--- src/rtl/rv_pkg.sv ---
package rv_pkg;

	typedef logic [31:0] word_t;
	typedef logic [4:0]  reg_addr_t;
	typedef logic [3:0]  alu_op_t;
	typedef logic [2:0]  br_op_t;

	// alu operation codes
	localparam alu_op_t ALU_ADD = 4'd0;
	localparam alu_op_t ALU_SUB = 4'd1;
	localparam alu_op_t ALU_SLL = 4'd2;
	localparam alu_op_t ALU_SRL = 4'd3;
	localparam alu_op_t ALU_SLT = 4'd4;
	localparam alu_op_t ALU_XOR = 4'd5;
	localparam alu_op_t ALU_OR  = 4'd6;
	localparam alu_op_t ALU_AND = 4'd7;
	// passes operand b straight through
	localparam alu_op_t ALU_LUI = 4'd8;

	localparam br_op_t BR_NONE = 3'd0;
	localparam br_op_t BR_EQ   = 3'd1;
	localparam br_op_t BR_NE   = 3'd2;
	localparam br_op_t BR_LT   = 3'd3;
	localparam br_op_t BR_JAL  = 3'd4;

	localparam logic [6:0] OPC_LUI    = 7'b0110111;
	localparam logic [6:0] OPC_OPIMM  = 7'b0010011;
	localparam logic [6:0] OPC_OP     = 7'b0110011;
	localparam logic [6:0] OPC_BRANCH = 7'b1100011;
	localparam logic [6:0] OPC_JAL    = 7'b1101111;
	localparam logic [6:0] OPC_SYSTEM = 7'b1110011;

	localparam word_t INST_EBREAK = 32'h0010_0073;

	typedef enum logic [1:0] {FETCH_IDLE, FETCH_HOLD, FETCH_WAIT} fetch_state_e;

endpackage

--- src/rtl/rv_issue_if.sv ---
`timescale 1ns/1ps
interface issue_if import rv_pkg::*; ();

	logic      valid;
	alu_op_t   alu_op;
	br_op_t    br_op;
	word_t     op_a;
	word_t     op_b;
	word_t     imm;
	word_t     pc;
	reg_addr_t rd;
	logic      rd_write;
	logic      halt;

	// decode side
	modport src (output valid, alu_op, br_op, op_a, op_b, imm, pc, rd, rd_write, halt);

	// alu and branch unit side
	modport dst (input valid, alu_op, br_op, op_a, op_b, imm, pc, rd, rd_write, halt);

endinterface

--- src/rtl/rv_fetch.sv ---
`timescale 1ns/1ps
module rv_fetch import rv_pkg::*; #(
	parameter word_t RESET_PC = 32'h0000_0000
) (
	input  logic  clk,
	input  logic  rst_i,
	output word_t imem_addr_o,
	input  word_t imem_data_i,
	input  logic  redirect_valid_i,
	input  word_t redirect_pc_i,
	input  logic  halt_i,
	input  logic  dec_ready_i,
	output logic  inst_valid_o,
	output word_t inst_o,
	output word_t inst_pc_o
);

	fetch_state_e state_q;
	word_t        pc_q;

	always_ff @(posedge clk) begin
		if (rst_i) begin
			state_q <= FETCH_IDLE;
			pc_q    <= RESET_PC;
		end else begin
			case (state_q)
				FETCH_IDLE: if (!halt_i) state_q <= FETCH_HOLD;
				FETCH_HOLD: if (dec_ready_i) state_q <= FETCH_WAIT;
				// next pc only ever comes from writeback
				FETCH_WAIT: begin
					if (redirect_valid_i && !halt_i) begin
						pc_q    <= redirect_pc_i;
						state_q <= FETCH_IDLE;
					end
				end
				default: state_q <= FETCH_IDLE;
			endcase
		end
	end

	always_ff @(posedge clk) begin
		if (state_q == FETCH_IDLE && !halt_i)
			inst_o <= imem_data_i;
	end

	assign imem_addr_o  = pc_q;
	// pc is stable from capture until the redirect
	assign inst_pc_o    = pc_q;
	assign inst_valid_o = (state_q == FETCH_HOLD);

endmodule

--- src/rtl/rv_regfile.sv ---
`timescale 1ns/1ps
module rv_regfile import rv_pkg::*; (
	input  logic      clk,
	input  logic      rst_i,
	input  reg_addr_t raddr1_i,
	input  reg_addr_t raddr2_i,
	output word_t     rdata1_o,
	output word_t     rdata2_o,
	input  logic      we_i,
	input  reg_addr_t waddr_i,
	input  word_t     wdata_i
);

	word_t regs_q [32];

	always_ff @(posedge clk) begin
		if (rst_i) begin
			for (int i = 0; i < 32; i++)
				regs_q[i] <= '0;
		end else if (we_i && waddr_i != '0) begin
			regs_q[waddr_i] <= wdata_i;
		end
	end

	// x0 is hardwired
	assign rdata1_o = (raddr1_i == '0) ? '0 : regs_q[raddr1_i];
	assign rdata2_o = (raddr2_i == '0) ? '0 : regs_q[raddr2_i];

endmodule

--- src/rtl/rv_decode.sv ---
`timescale 1ns/1ps
module rv_decode import rv_pkg::*; (
	input  logic      clk,
	input  logic      rst_i,
	input  logic      inst_valid_i,
	input  word_t     inst_i,
	input  word_t     inst_pc_i,
	output logic      dec_ready_o,
	output reg_addr_t rf_raddr1_o,
	output reg_addr_t rf_raddr2_o,
	input  word_t     rf_rdata1_i,
	input  word_t     rf_rdata2_i,
	input  logic      retire_i,
	issue_if.src      issue
);

	logic [6:0] opcode;
	logic [2:0] funct3;
	logic [6:0] funct7;
	word_t      imm_i_type, imm_u_type, imm_b_type, imm_j_type;
	alu_op_t    alu_op_d;
	br_op_t     br_op_d;
	word_t      op_b_d;
	word_t      imm_d;
	logic       rd_write_d;
	logic       halt_d;
	logic       accept;

	assign opcode      = inst_i[6:0];
	assign funct3      = inst_i[14:12];
	assign funct7      = inst_i[31:25];
	assign rf_raddr1_o = inst_i[19:15];
	assign rf_raddr2_o = inst_i[24:20];

	assign imm_i_type = {{20{inst_i[31]}}, inst_i[31:20]};
	assign imm_u_type = {inst_i[31:12], 12'b0};
	assign imm_b_type = {{19{inst_i[31]}}, inst_i[31], inst_i[7], inst_i[30:25], inst_i[11:8], 1'b0};
	assign imm_j_type = {{11{inst_i[31]}}, inst_i[31], inst_i[19:12], inst_i[20], inst_i[30:21], 1'b0};

	always_comb begin
		// anything not matched below is illegal: halt, no write, alu result 0
		alu_op_d   = ALU_LUI;
		br_op_d    = BR_NONE;
		op_b_d     = '0;
		imm_d      = '0;
		rd_write_d = 1'b0;
		halt_d     = 1'b1;
		case (opcode)
			OPC_LUI: begin
				alu_op_d   = ALU_LUI;
				op_b_d     = imm_u_type;
				imm_d      = imm_u_type;
				rd_write_d = 1'b1;
				halt_d     = 1'b0;
			end
			OPC_OPIMM: begin
				op_b_d = imm_i_type;
				imm_d  = imm_i_type;
				case (funct3)
					3'b000: alu_op_d = ALU_ADD;
					3'b010: alu_op_d = ALU_SLT;
					3'b100: alu_op_d = ALU_XOR;
					3'b110: alu_op_d = ALU_OR;
					3'b111: alu_op_d = ALU_AND;
					default: alu_op_d = ALU_LUI;
				endcase
				rd_write_d = (alu_op_d != ALU_LUI);
				halt_d     = (alu_op_d == ALU_LUI);
				if (halt_d)
					op_b_d = '0;
			end
			OPC_OP: begin
				op_b_d = rf_rdata2_i;
				case ({funct7, funct3})
					10'b0000000_000: alu_op_d = ALU_ADD;
					10'b0100000_000: alu_op_d = ALU_SUB;
					10'b0000000_001: alu_op_d = ALU_SLL;
					10'b0000000_101: alu_op_d = ALU_SRL;
					10'b0000000_010: alu_op_d = ALU_SLT;
					10'b0000000_100: alu_op_d = ALU_XOR;
					10'b0000000_110: alu_op_d = ALU_OR;
					10'b0000000_111: alu_op_d = ALU_AND;
					default: alu_op_d = ALU_LUI;
				endcase
				rd_write_d = (alu_op_d != ALU_LUI);
				halt_d     = (alu_op_d == ALU_LUI);
				if (halt_d)
					op_b_d = '0;
			end
			OPC_BRANCH: begin
				// branch unit compares op_a against rs2 carried in op_b
				op_b_d = rf_rdata2_i;
				imm_d  = imm_b_type;
				case (funct3)
					3'b000: br_op_d = BR_EQ;
					3'b001: br_op_d = BR_NE;
					3'b100: br_op_d = BR_LT;
					default: br_op_d = BR_NONE;
				endcase
				halt_d = (br_op_d == BR_NONE);
				if (halt_d)
					op_b_d = '0;
			end
			OPC_JAL: begin
				br_op_d    = BR_JAL;
				imm_d      = imm_j_type;
				rd_write_d = 1'b1;
				halt_d     = 1'b0;
			end
			OPC_SYSTEM: begin
				// ebreak retires with alu result 1 so writeback can tell it apart
				if (inst_i == INST_EBREAK)
					op_b_d = 32'd1;
			end
			default: ;
		endcase
	end

	assign accept = inst_valid_i && dec_ready_o;

	// one instruction in flight
	always_ff @(posedge clk) begin
		if (rst_i) begin
			dec_ready_o <= 1'b1;
			issue.valid <= 1'b0;
		end else begin
			issue.valid <= accept;
			if (accept)
				dec_ready_o <= 1'b0;
			else if (retire_i)
				dec_ready_o <= 1'b1;
		end
	end

	always_ff @(posedge clk) begin
		if (accept) begin
			issue.alu_op   <= alu_op_d;
			issue.br_op    <= br_op_d;
			issue.op_a     <= rf_rdata1_i;
			issue.op_b     <= op_b_d;
			issue.imm      <= imm_d;
			issue.pc       <= inst_pc_i;
			issue.rd       <= inst_i[11:7];
			issue.rd_write <= rd_write_d;
			issue.halt     <= halt_d;
		end
	end

endmodule

--- src/rtl/rv_alu.sv ---
`timescale 1ns/1ps
module rv_alu import rv_pkg::*; (
	input  logic      clk,
	input  logic      rst_i,
	issue_if.dst      issue,
	output logic      alu_valid_o,
	output word_t     alu_result_o,
	output reg_addr_t alu_rd_o,
	output logic      alu_rd_write_o,
	output logic      alu_halt_o
);

	word_t result_d;

	always_comb begin
		case (issue.alu_op)
			ALU_ADD: result_d = issue.op_a + issue.op_b;
			ALU_SUB: result_d = issue.op_a - issue.op_b;
			// only the low five bits give the shift amount
			ALU_SLL: result_d = issue.op_a << issue.op_b[4:0];
			ALU_SRL: result_d = issue.op_a >> issue.op_b[4:0];
			ALU_SLT: result_d = {31'b0, $signed(issue.op_a) < $signed(issue.op_b)};
			ALU_XOR: result_d = issue.op_a ^ issue.op_b;
			ALU_OR:  result_d = issue.op_a | issue.op_b;
			ALU_AND: result_d = issue.op_a & issue.op_b;
			ALU_LUI: result_d = issue.op_b;
			default: result_d = '0;
		endcase
	end

	always_ff @(posedge clk) begin
		if (rst_i)
			alu_valid_o <= 1'b0;
		else
			alu_valid_o <= issue.valid;
	end

	always_ff @(posedge clk) begin
		if (issue.valid) begin
			alu_result_o   <= result_d;
			alu_rd_o       <= issue.rd;
			alu_rd_write_o <= issue.rd_write;
			alu_halt_o     <= issue.halt;
		end
	end

endmodule

--- src/rtl/rv_branch.sv ---
`timescale 1ns/1ps
module rv_branch import rv_pkg::*; (
	input  logic  clk,
	input  logic  rst_i,
	issue_if.dst  issue,
	output logic  br_valid_o,
	output logic  br_taken_o,
	output word_t br_target_o,
	output word_t br_link_o,
	output logic  br_is_jal_o
);

	logic taken_d;

	always_comb begin
		case (issue.br_op)
			BR_EQ:   taken_d = (issue.op_a == issue.op_b);
			BR_NE:   taken_d = (issue.op_a != issue.op_b);
			BR_LT:   taken_d = ($signed(issue.op_a) < $signed(issue.op_b));
			BR_JAL:  taken_d = 1'b1;
			default: taken_d = 1'b0;
		endcase
	end

	always_ff @(posedge clk) begin
		if (rst_i)
			br_valid_o <= 1'b0;
		else
			br_valid_o <= issue.valid;
	end

	// link doubles as the fall-through pc
	always_ff @(posedge clk) begin
		if (issue.valid) begin
			br_taken_o  <= taken_d;
			br_target_o <= issue.pc + issue.imm;
			br_link_o   <= issue.pc + 32'd4;
			br_is_jal_o <= (issue.br_op == BR_JAL);
		end
	end

endmodule

--- src/rtl/rv_writeback.sv ---
`timescale 1ns/1ps
module rv_writeback import rv_pkg::*; (
	input  logic      clk,
	input  logic      rst_i,
	input  logic      alu_valid_i,
	input  word_t     alu_result_i,
	input  reg_addr_t alu_rd_i,
	input  logic      alu_rd_write_i,
	input  logic      alu_halt_i,
	input  logic      br_valid_i,
	input  logic      br_taken_i,
	input  word_t     br_target_i,
	input  word_t     br_link_i,
	input  logic      br_is_jal_i,
	output logic      rf_we_o,
	output reg_addr_t rf_waddr_o,
	output word_t     rf_wdata_o,
	output logic      redirect_valid_o,
	output word_t     redirect_pc_o,
	output logic      retire_valid_o,
	output word_t     retire_pc_o,
	output reg_addr_t retire_rd_o,
	output word_t     retire_wdata_o,
	output logic      finish_o,
	output logic      invalid_o
);

	logic  wb_valid;
	logic  wr_en;
	word_t wr_data;
	logic  is_ebreak;
	logic  is_illegal;

	// both units always deliver on the same edge
	assign wb_valid = alu_valid_i & br_valid_i;
	// a write to x0 counts as no write
	assign wr_en    = alu_rd_write_i && (alu_rd_i != '0);
	assign wr_data  = br_is_jal_i ? br_link_i : alu_result_i;

	assign is_ebreak  = alu_halt_i & alu_result_i[0];
	assign is_illegal = alu_halt_i & ~alu_rd_write_i & ~br_taken_i & ~alu_result_i[0];

	assign rf_we_o    = wb_valid & wr_en;
	assign rf_waddr_o = alu_rd_i;
	assign rf_wdata_o = wr_data;

	always_ff @(posedge clk) begin
		if (rst_i) begin
			retire_valid_o   <= 1'b0;
			redirect_valid_o <= 1'b0;
			finish_o         <= 1'b0;
			invalid_o        <= 1'b0;
		end else begin
			retire_valid_o   <= wb_valid;
			redirect_valid_o <= wb_valid & ~alu_halt_i;
			// both flags are sticky until reset
			if (wb_valid && is_ebreak)
				finish_o <= 1'b1;
			if (wb_valid && is_illegal)
				invalid_o <= 1'b1;
		end
	end

	always_ff @(posedge clk) begin
		if (wb_valid) begin
			redirect_pc_o  <= br_taken_i ? br_target_i : br_link_i;
			retire_pc_o    <= br_link_i - 32'd4;
			retire_rd_o    <= wr_en ? alu_rd_i : '0;
			retire_wdata_o <= wr_en ? wr_data : '0;
		end
	end

endmodule

--- src/rtl/rv_core.sv ---
`timescale 1ns/1ps
module rv_core import rv_pkg::*; #(
	parameter word_t RESET_PC = 32'h0000_0000
) (
	input  logic      clk,
	input  logic      rst_i,
	output word_t     imem_addr_o,
	input  word_t     imem_data_i,
	output logic      retire_valid_o,
	output word_t     retire_pc_o,
	output reg_addr_t retire_rd_o,
	output word_t     retire_wdata_o,
	output logic      finish_o,
	output logic      invalid_o
);

	// fetch to decode
	logic      inst_valid, dec_ready;
	word_t     inst, inst_pc;
	// register file ports
	reg_addr_t rf_raddr1, rf_raddr2, rf_waddr;
	word_t     rf_rdata1, rf_rdata2, rf_wdata;
	logic      rf_we;
	// execute to writeback
	logic      alu_valid, alu_rd_write, alu_halt;
	word_t     alu_result;
	reg_addr_t alu_rd;
	logic      br_valid, br_taken, br_is_jal;
	word_t     br_target, br_link;
	// writeback to fetch
	logic      redirect_valid;
	word_t     redirect_pc;

	issue_if issue ();

	rv_fetch #(
		.RESET_PC (RESET_PC)
	) u_fetch (
		.clk              (clk),
		.rst_i            (rst_i),
		.imem_addr_o      (imem_addr_o),
		.imem_data_i      (imem_data_i),
		.redirect_valid_i (redirect_valid),
		.redirect_pc_i    (redirect_pc),
		.halt_i           (finish_o | invalid_o),
		.dec_ready_i      (dec_ready),
		.inst_valid_o     (inst_valid),
		.inst_o           (inst),
		.inst_pc_o        (inst_pc)
	);

	rv_regfile u_regfile (
		.clk      (clk),
		.rst_i    (rst_i),
		.raddr1_i (rf_raddr1),
		.raddr2_i (rf_raddr2),
		.rdata1_o (rf_rdata1),
		.rdata2_o (rf_rdata2),
		.we_i     (rf_we),
		.waddr_i  (rf_waddr),
		.wdata_i  (rf_wdata)
	);

	rv_decode u_decode (
		.clk          (clk),
		.rst_i        (rst_i),
		.inst_valid_i (inst_valid),
		.inst_i       (inst),
		.inst_pc_i    (inst_pc),
		.dec_ready_o  (dec_ready),
		.rf_raddr1_o  (rf_raddr1),
		.rf_raddr2_o  (rf_raddr2),
		.rf_rdata1_i  (rf_rdata1),
		.rf_rdata2_i  (rf_rdata2),
		.retire_i     (retire_valid_o),
		.issue        (issue.src)
	);

	rv_alu u_alu (
		.clk            (clk),
		.rst_i          (rst_i),
		.issue          (issue.dst),
		.alu_valid_o    (alu_valid),
		.alu_result_o   (alu_result),
		.alu_rd_o       (alu_rd),
		.alu_rd_write_o (alu_rd_write),
		.alu_halt_o     (alu_halt)
	);

	rv_branch u_branch (
		.clk         (clk),
		.rst_i       (rst_i),
		.issue       (issue.dst),
		.br_valid_o  (br_valid),
		.br_taken_o  (br_taken),
		.br_target_o (br_target),
		.br_link_o   (br_link),
		.br_is_jal_o (br_is_jal)
	);

	rv_writeback u_writeback (
		.clk              (clk),
		.rst_i            (rst_i),
		.alu_valid_i      (alu_valid),
		.alu_result_i     (alu_result),
		.alu_rd_i         (alu_rd),
		.alu_rd_write_i   (alu_rd_write),
		.alu_halt_i       (alu_halt),
		.br_valid_i       (br_valid),
		.br_taken_i       (br_taken),
		.br_target_i      (br_target),
		.br_link_i        (br_link),
		.br_is_jal_i      (br_is_jal),
		.rf_we_o          (rf_we),
		.rf_waddr_o       (rf_waddr),
		.rf_wdata_o       (rf_wdata),
		.redirect_valid_o (redirect_valid),
		.redirect_pc_o    (redirect_pc),
		.retire_valid_o   (retire_valid_o),
		.retire_pc_o      (retire_pc_o),
		.retire_rd_o      (retire_rd_o),
		.retire_wdata_o   (retire_wdata_o),
		.finish_o         (finish_o),
		.invalid_o        (invalid_o)
	);

endmodule

--- config.mk ---
export PLATFORM = sky130hd
export DESIGN_NAME = rv_core
export DESIGN_NICKNAME = d
export VERILOG_FILES = /design/src/rtl/rv_pkg.sv /design/src/rtl/rv_issue_if.sv /design/src/rtl/rv_fetch.sv /design/src/rtl/rv_regfile.sv /design/src/rtl/rv_decode.sv /design/src/rtl/rv_alu.sv /design/src/rtl/rv_branch.sv /design/src/rtl/rv_writeback.sv /design/src/rtl/rv_core.sv
export SDC_FILE = /design/constraint.sdc
export NUM_CORES = 2
export LEC_CHECK = 0
export BUFFER_PORTS_ARGS = -buffer_cell sky130_fd_sc_hd__buf_4
export CAP_MARGIN = 15
export CORE_MARGIN = 2
export CORE_UTILIZATION = 60
export DETAILED_ROUTE_END_ITERATION = 12
export GPL_TIMING_DRIVEN = 0
export PLACE_DENSITY = 0.77
export SLEW_MARGIN = 40
export SYNTH_ARGS = -nofsm -noshare
export SYNTH_HDL_FRONTEND = slang
export SYNTH_SLANG_ARGS = --single-unit
--- constraint.sdc ---
create_clock -name clk -period 7.2 [get_ports clk]
set_clock_uncertainty 0.2 [all_clocks]
set_input_delay 0.72 -clock clk [delete_from_list [all_inputs] [get_ports clk]]
set_output_delay 0.72 -clock clk [all_outputs]
set_load 0.01 [all_outputs]
==> impl_metrics.toml <==
[placed_design]
io_buffers = 136
dp.cells = 7502
gp_congestion = 1.01
place_hpwl_microns = 211000

[clock_tree]
cts_resized = 0
numClockSinks = 1450
htreeDepth = 4
clk_pin_slew_ns = 0.06
cts_buffer_depth = 3
cts_tree = "built"
numCtsBuffers = 149
clock_latency_ns = 0.83
clockRootBuffer = "clkbuf_16"

[synthesis]
synth.cells.most_frequent = "edfxtp_1 (1404), nor2_1 (1248), mux4_2 (668), clkbuf_1 (384), nand2_1 (270)"
syn-instance-count = 5634
ys_seq_area_frac = 0.560
synth_area_leader_cell = "edfxtp_1"
ys_seq_elements = 1450
yosysMostFrequentCell = "edfxtp_1"
async_flop_share = 0
synth_cell_type_count = 87
yosys-top-cells-area = "edfxtp_1 (55%), mux4_2 (20%), nor2_1 (6.1%)"
synth_warnings = 0
syn_area_sq_um = 76900
synth_edf_count = 1404
synthFlopType = "edfxtp_1"
synth.top_cell.area_share = 0.548
syn_area_per_cell_sq_um = 13.6

[timing]
setup_viol = 0
period_minus_slack_ns = 6.72
final.period_utilization = 0.933
hold_violations = 0
rsz0062_at_grt = "no"
worst_pin_slew_ns = 0.957
fmax_mhz = 149
slew_headroom = 0.357
slew_viol_final = 0

[floorplanning]
num_rows = 131
die_x_microns = 362
fp.dieArea_sq_um = 131000
chipHeight_microns = 362
io-pin-count = 138
coreArea_sq_um = 127000
start_util = 0.604

[routing]
drtAntennaViolNets = 0
drc_errors = 0
vias = 55000
dr_wl_met2_microns = 127000
avgViaCountPerCell = 7.04
dr.first_iter.drc_count = 9523
top_layer = "met5"
dr.pass1.iters = 8
avgRoutedWirePerCell_microns = 34.3
totalWireLength_microns = 268000
wl_met1_microns = 90000
wl_met3_microns = 33700

[cells_and_area]
layout.nets = 6192
fill_cells = 8670
area_delta_synth_final_pct = 12.6
layoutNonFillerInstCount = 7818
drive_gt1_frac = 0.218

[power_and_ir_drop]
p_leak_nw = 30.7
p_per_area_nw_per_um2 = 288
seqPwrFrac = 0.417
irDropWorstVdd_uv = 244
p_int_mw = 16.7
clkPwrFrac = 0.308
total_power_mw = 24.9
comb_power_share = 0.276
p_sw_mw = 8.21
swShare = 0.329

[run]
drv_cap = 0

[global_routing]
track_usage = 0.412
grt_max_degree = 77
antenna_found_initial = 15
grt_pass1_wl_microns = 378000
grt-ovfl-total = 0
grt_pass1_vias = 53700

[setup_path]
worstPathArrival_ns = 7.03
critPathLaunchType = "flop"
cp_cell_sequence = "inv_2 -> buf_1 -> buf_4 -> clkbuf_1 -> clkbuf_1 -> ha_1 -> buf_6 -> a211oi_1 -> o21ai_0 -> a2111oi_2 -> nor3_1 -> nor4_2 -> o21bai_1 -> o221a_2 -> o21ai_0"
cpPeakStageDelay_ns = 0.70
crit_required_ns = 7.51
critical_path_class = "flop to flop"
end_kind = "flop"
crit_fanout = 11
critPathSlowestCell = "a2111oi_2"

[outcome]
status = "finished, final reports clean"

[min_path]
hold_path.class = "flop to flop"
layout make-up:
cell class | instances | area [sq um] | area share
inverter | 123 | 469 | 0.00542
timing repair buffer | 209 | 1990 | 0.0230
clock buffer | 199 | 4010 | 0.0463
tap | 1662 | 2080 | 0.0240
clock inverter | 75 | 751 | 0.00867
buffer | 490 | 2030 | 0.0235
multi-input combinational | 3602 | 32100 | 0.371
antenna | 8 | 20.0 | 0.000231
sequential | 1450 | 43100 | 0.498
layer usage:
metal,GRT usage,vias to the layer above
li1,-,22300
met5,0,-
met4,0.219,14
met3,0.0984,844
met1,0.521,27500
met2,0.664,4313
final timing paths:
kind	start	to	slack [ns]	depth (start not counted)
setup / recovery	u_decode.issue.op_b[2]$_DFFE_PP_	u_alu.alu_result_o[26]$_DFFE_PP_	0.48	15
hold / removal	u_decode.issue.rd_write$_DFFE_PP_	u_alu.alu_rd_write_o$_DFFE_PP_	0.22	0
setup reg to reg	u_decode.issue.op_b[2]$_DFFE_PP_	u_alu.alu_result_o[26]$_DFFE_PP_	0.48	15
hold reg to reg	u_decode.issue.rd_write$_DFFE_PP_	u_alu.alu_rd_write_o$_DFFE_PP_	0.22	0
cell usage in the layout, fill, tap and decap left out, types with 26 or more instances in the layout:
master / count
a21oi_1: 176
a221oi_1: 37
buf_2: 82
buf_4: 144
clkbuf_1: 382
clkbuf_16: 151
clkbuf_2: 59
clkinv_1: 26
clkinv_2: 28
conb_1: 32
dfxtp_1: 44
dlygate4sd3_1: 32
edfxtp_1: 1404
ha_1: 130
inv_1: 120
mux2_2: 49
mux2i_1: 119
mux2i_4: 28
mux4_2: 668
nand2_1: 270
nand3_1: 52
nor2_1: 1247
nor2b_1: 26
nor3_1: 49
o211ai_1: 40
o21ai_0: 139
xnor2_1: 52
xor2_1: 38
through the flow:
stage,utilization,hold WS (ns),instance area (sq um),setup WS (ns),setup TNS (ns)
finish,0.680,0.216,86600,0.481,0
global route,0.680,0.232,86600,0.366,0
CTS,0.679,0.217,86500,0.524,0
detailed placement,0.639,0.207,81400,0.541,0
global placement,0.629,0.201,80100,-1.61,-1015.12
floorplan,-,0.200,77000,1.85,0
registers in the layout (all words and copies together) (netlist names), 2 cells and up, named ones only:
signal and count:
u_decode.issue.op_a 32, u_regfile.regs_q 1024, u_writeback.retire_wdata_o 32, u_decode.issue.rd 5
u_alu.alu_rd_o 5, u_writeback.retire_pc_o 32, u_branch.br_target_o 32, u_fetch.state_q 2
u_decode.issue.imm 32, u_decode.issue.br_op 3, u_fetch.imem_addr_o 32, u_decode.issue.alu_op 4
u_fetch.inst_o 32, u_alu.alu_result_o 32, u_decode.issue.op_b 32, u_writeback.retire_rd_o 5
u_writeback.redirect_pc_o 32, u_branch.br_link_o 32, u_decode.issue.pc 32
what timing repair did:
action	CTS	global route
setup endpoints to repair	0	0
buffers inserted	0	0
hold endpoints to repair	37	0
hold buffers	32	0
kinds of logic after synthesis:
group	count (synthesis)	share of synthesized area
other	1	0.0000488
buffers and inverters	613	0.0307
XOR/XNOR	90	0.0103
AND/OR/NAND/NOR	1831	0.0986
flip-flops	1450	0.560
multiplexers	869	0.223
AO/OA/AOI/OAI	647	0.0553
adder cells (fa/ha/maj)	133	0.0219
critical path: cells and delay by family (launching register included):
kind	cells	cell delay, ns
compound gates	6	2.42
fa+ha+maj	1	0.36
buf+inv	6	2.11
flops	1	0.58
simple gates	2	0.77
power by group through the flow:
stage               Sequential [mW]  Clock (mW)  Combinational, mW
finish                         10.4        7.68               6.88
global route                   10.4        7.97               7.08
CTS                            10.4        7.64               6.63
detailed placement             10.5           0               6.56
floorplan                      10.3           0               4.23
global placement               10.6           0               6.34
Power figures use the tool's default switching activity.
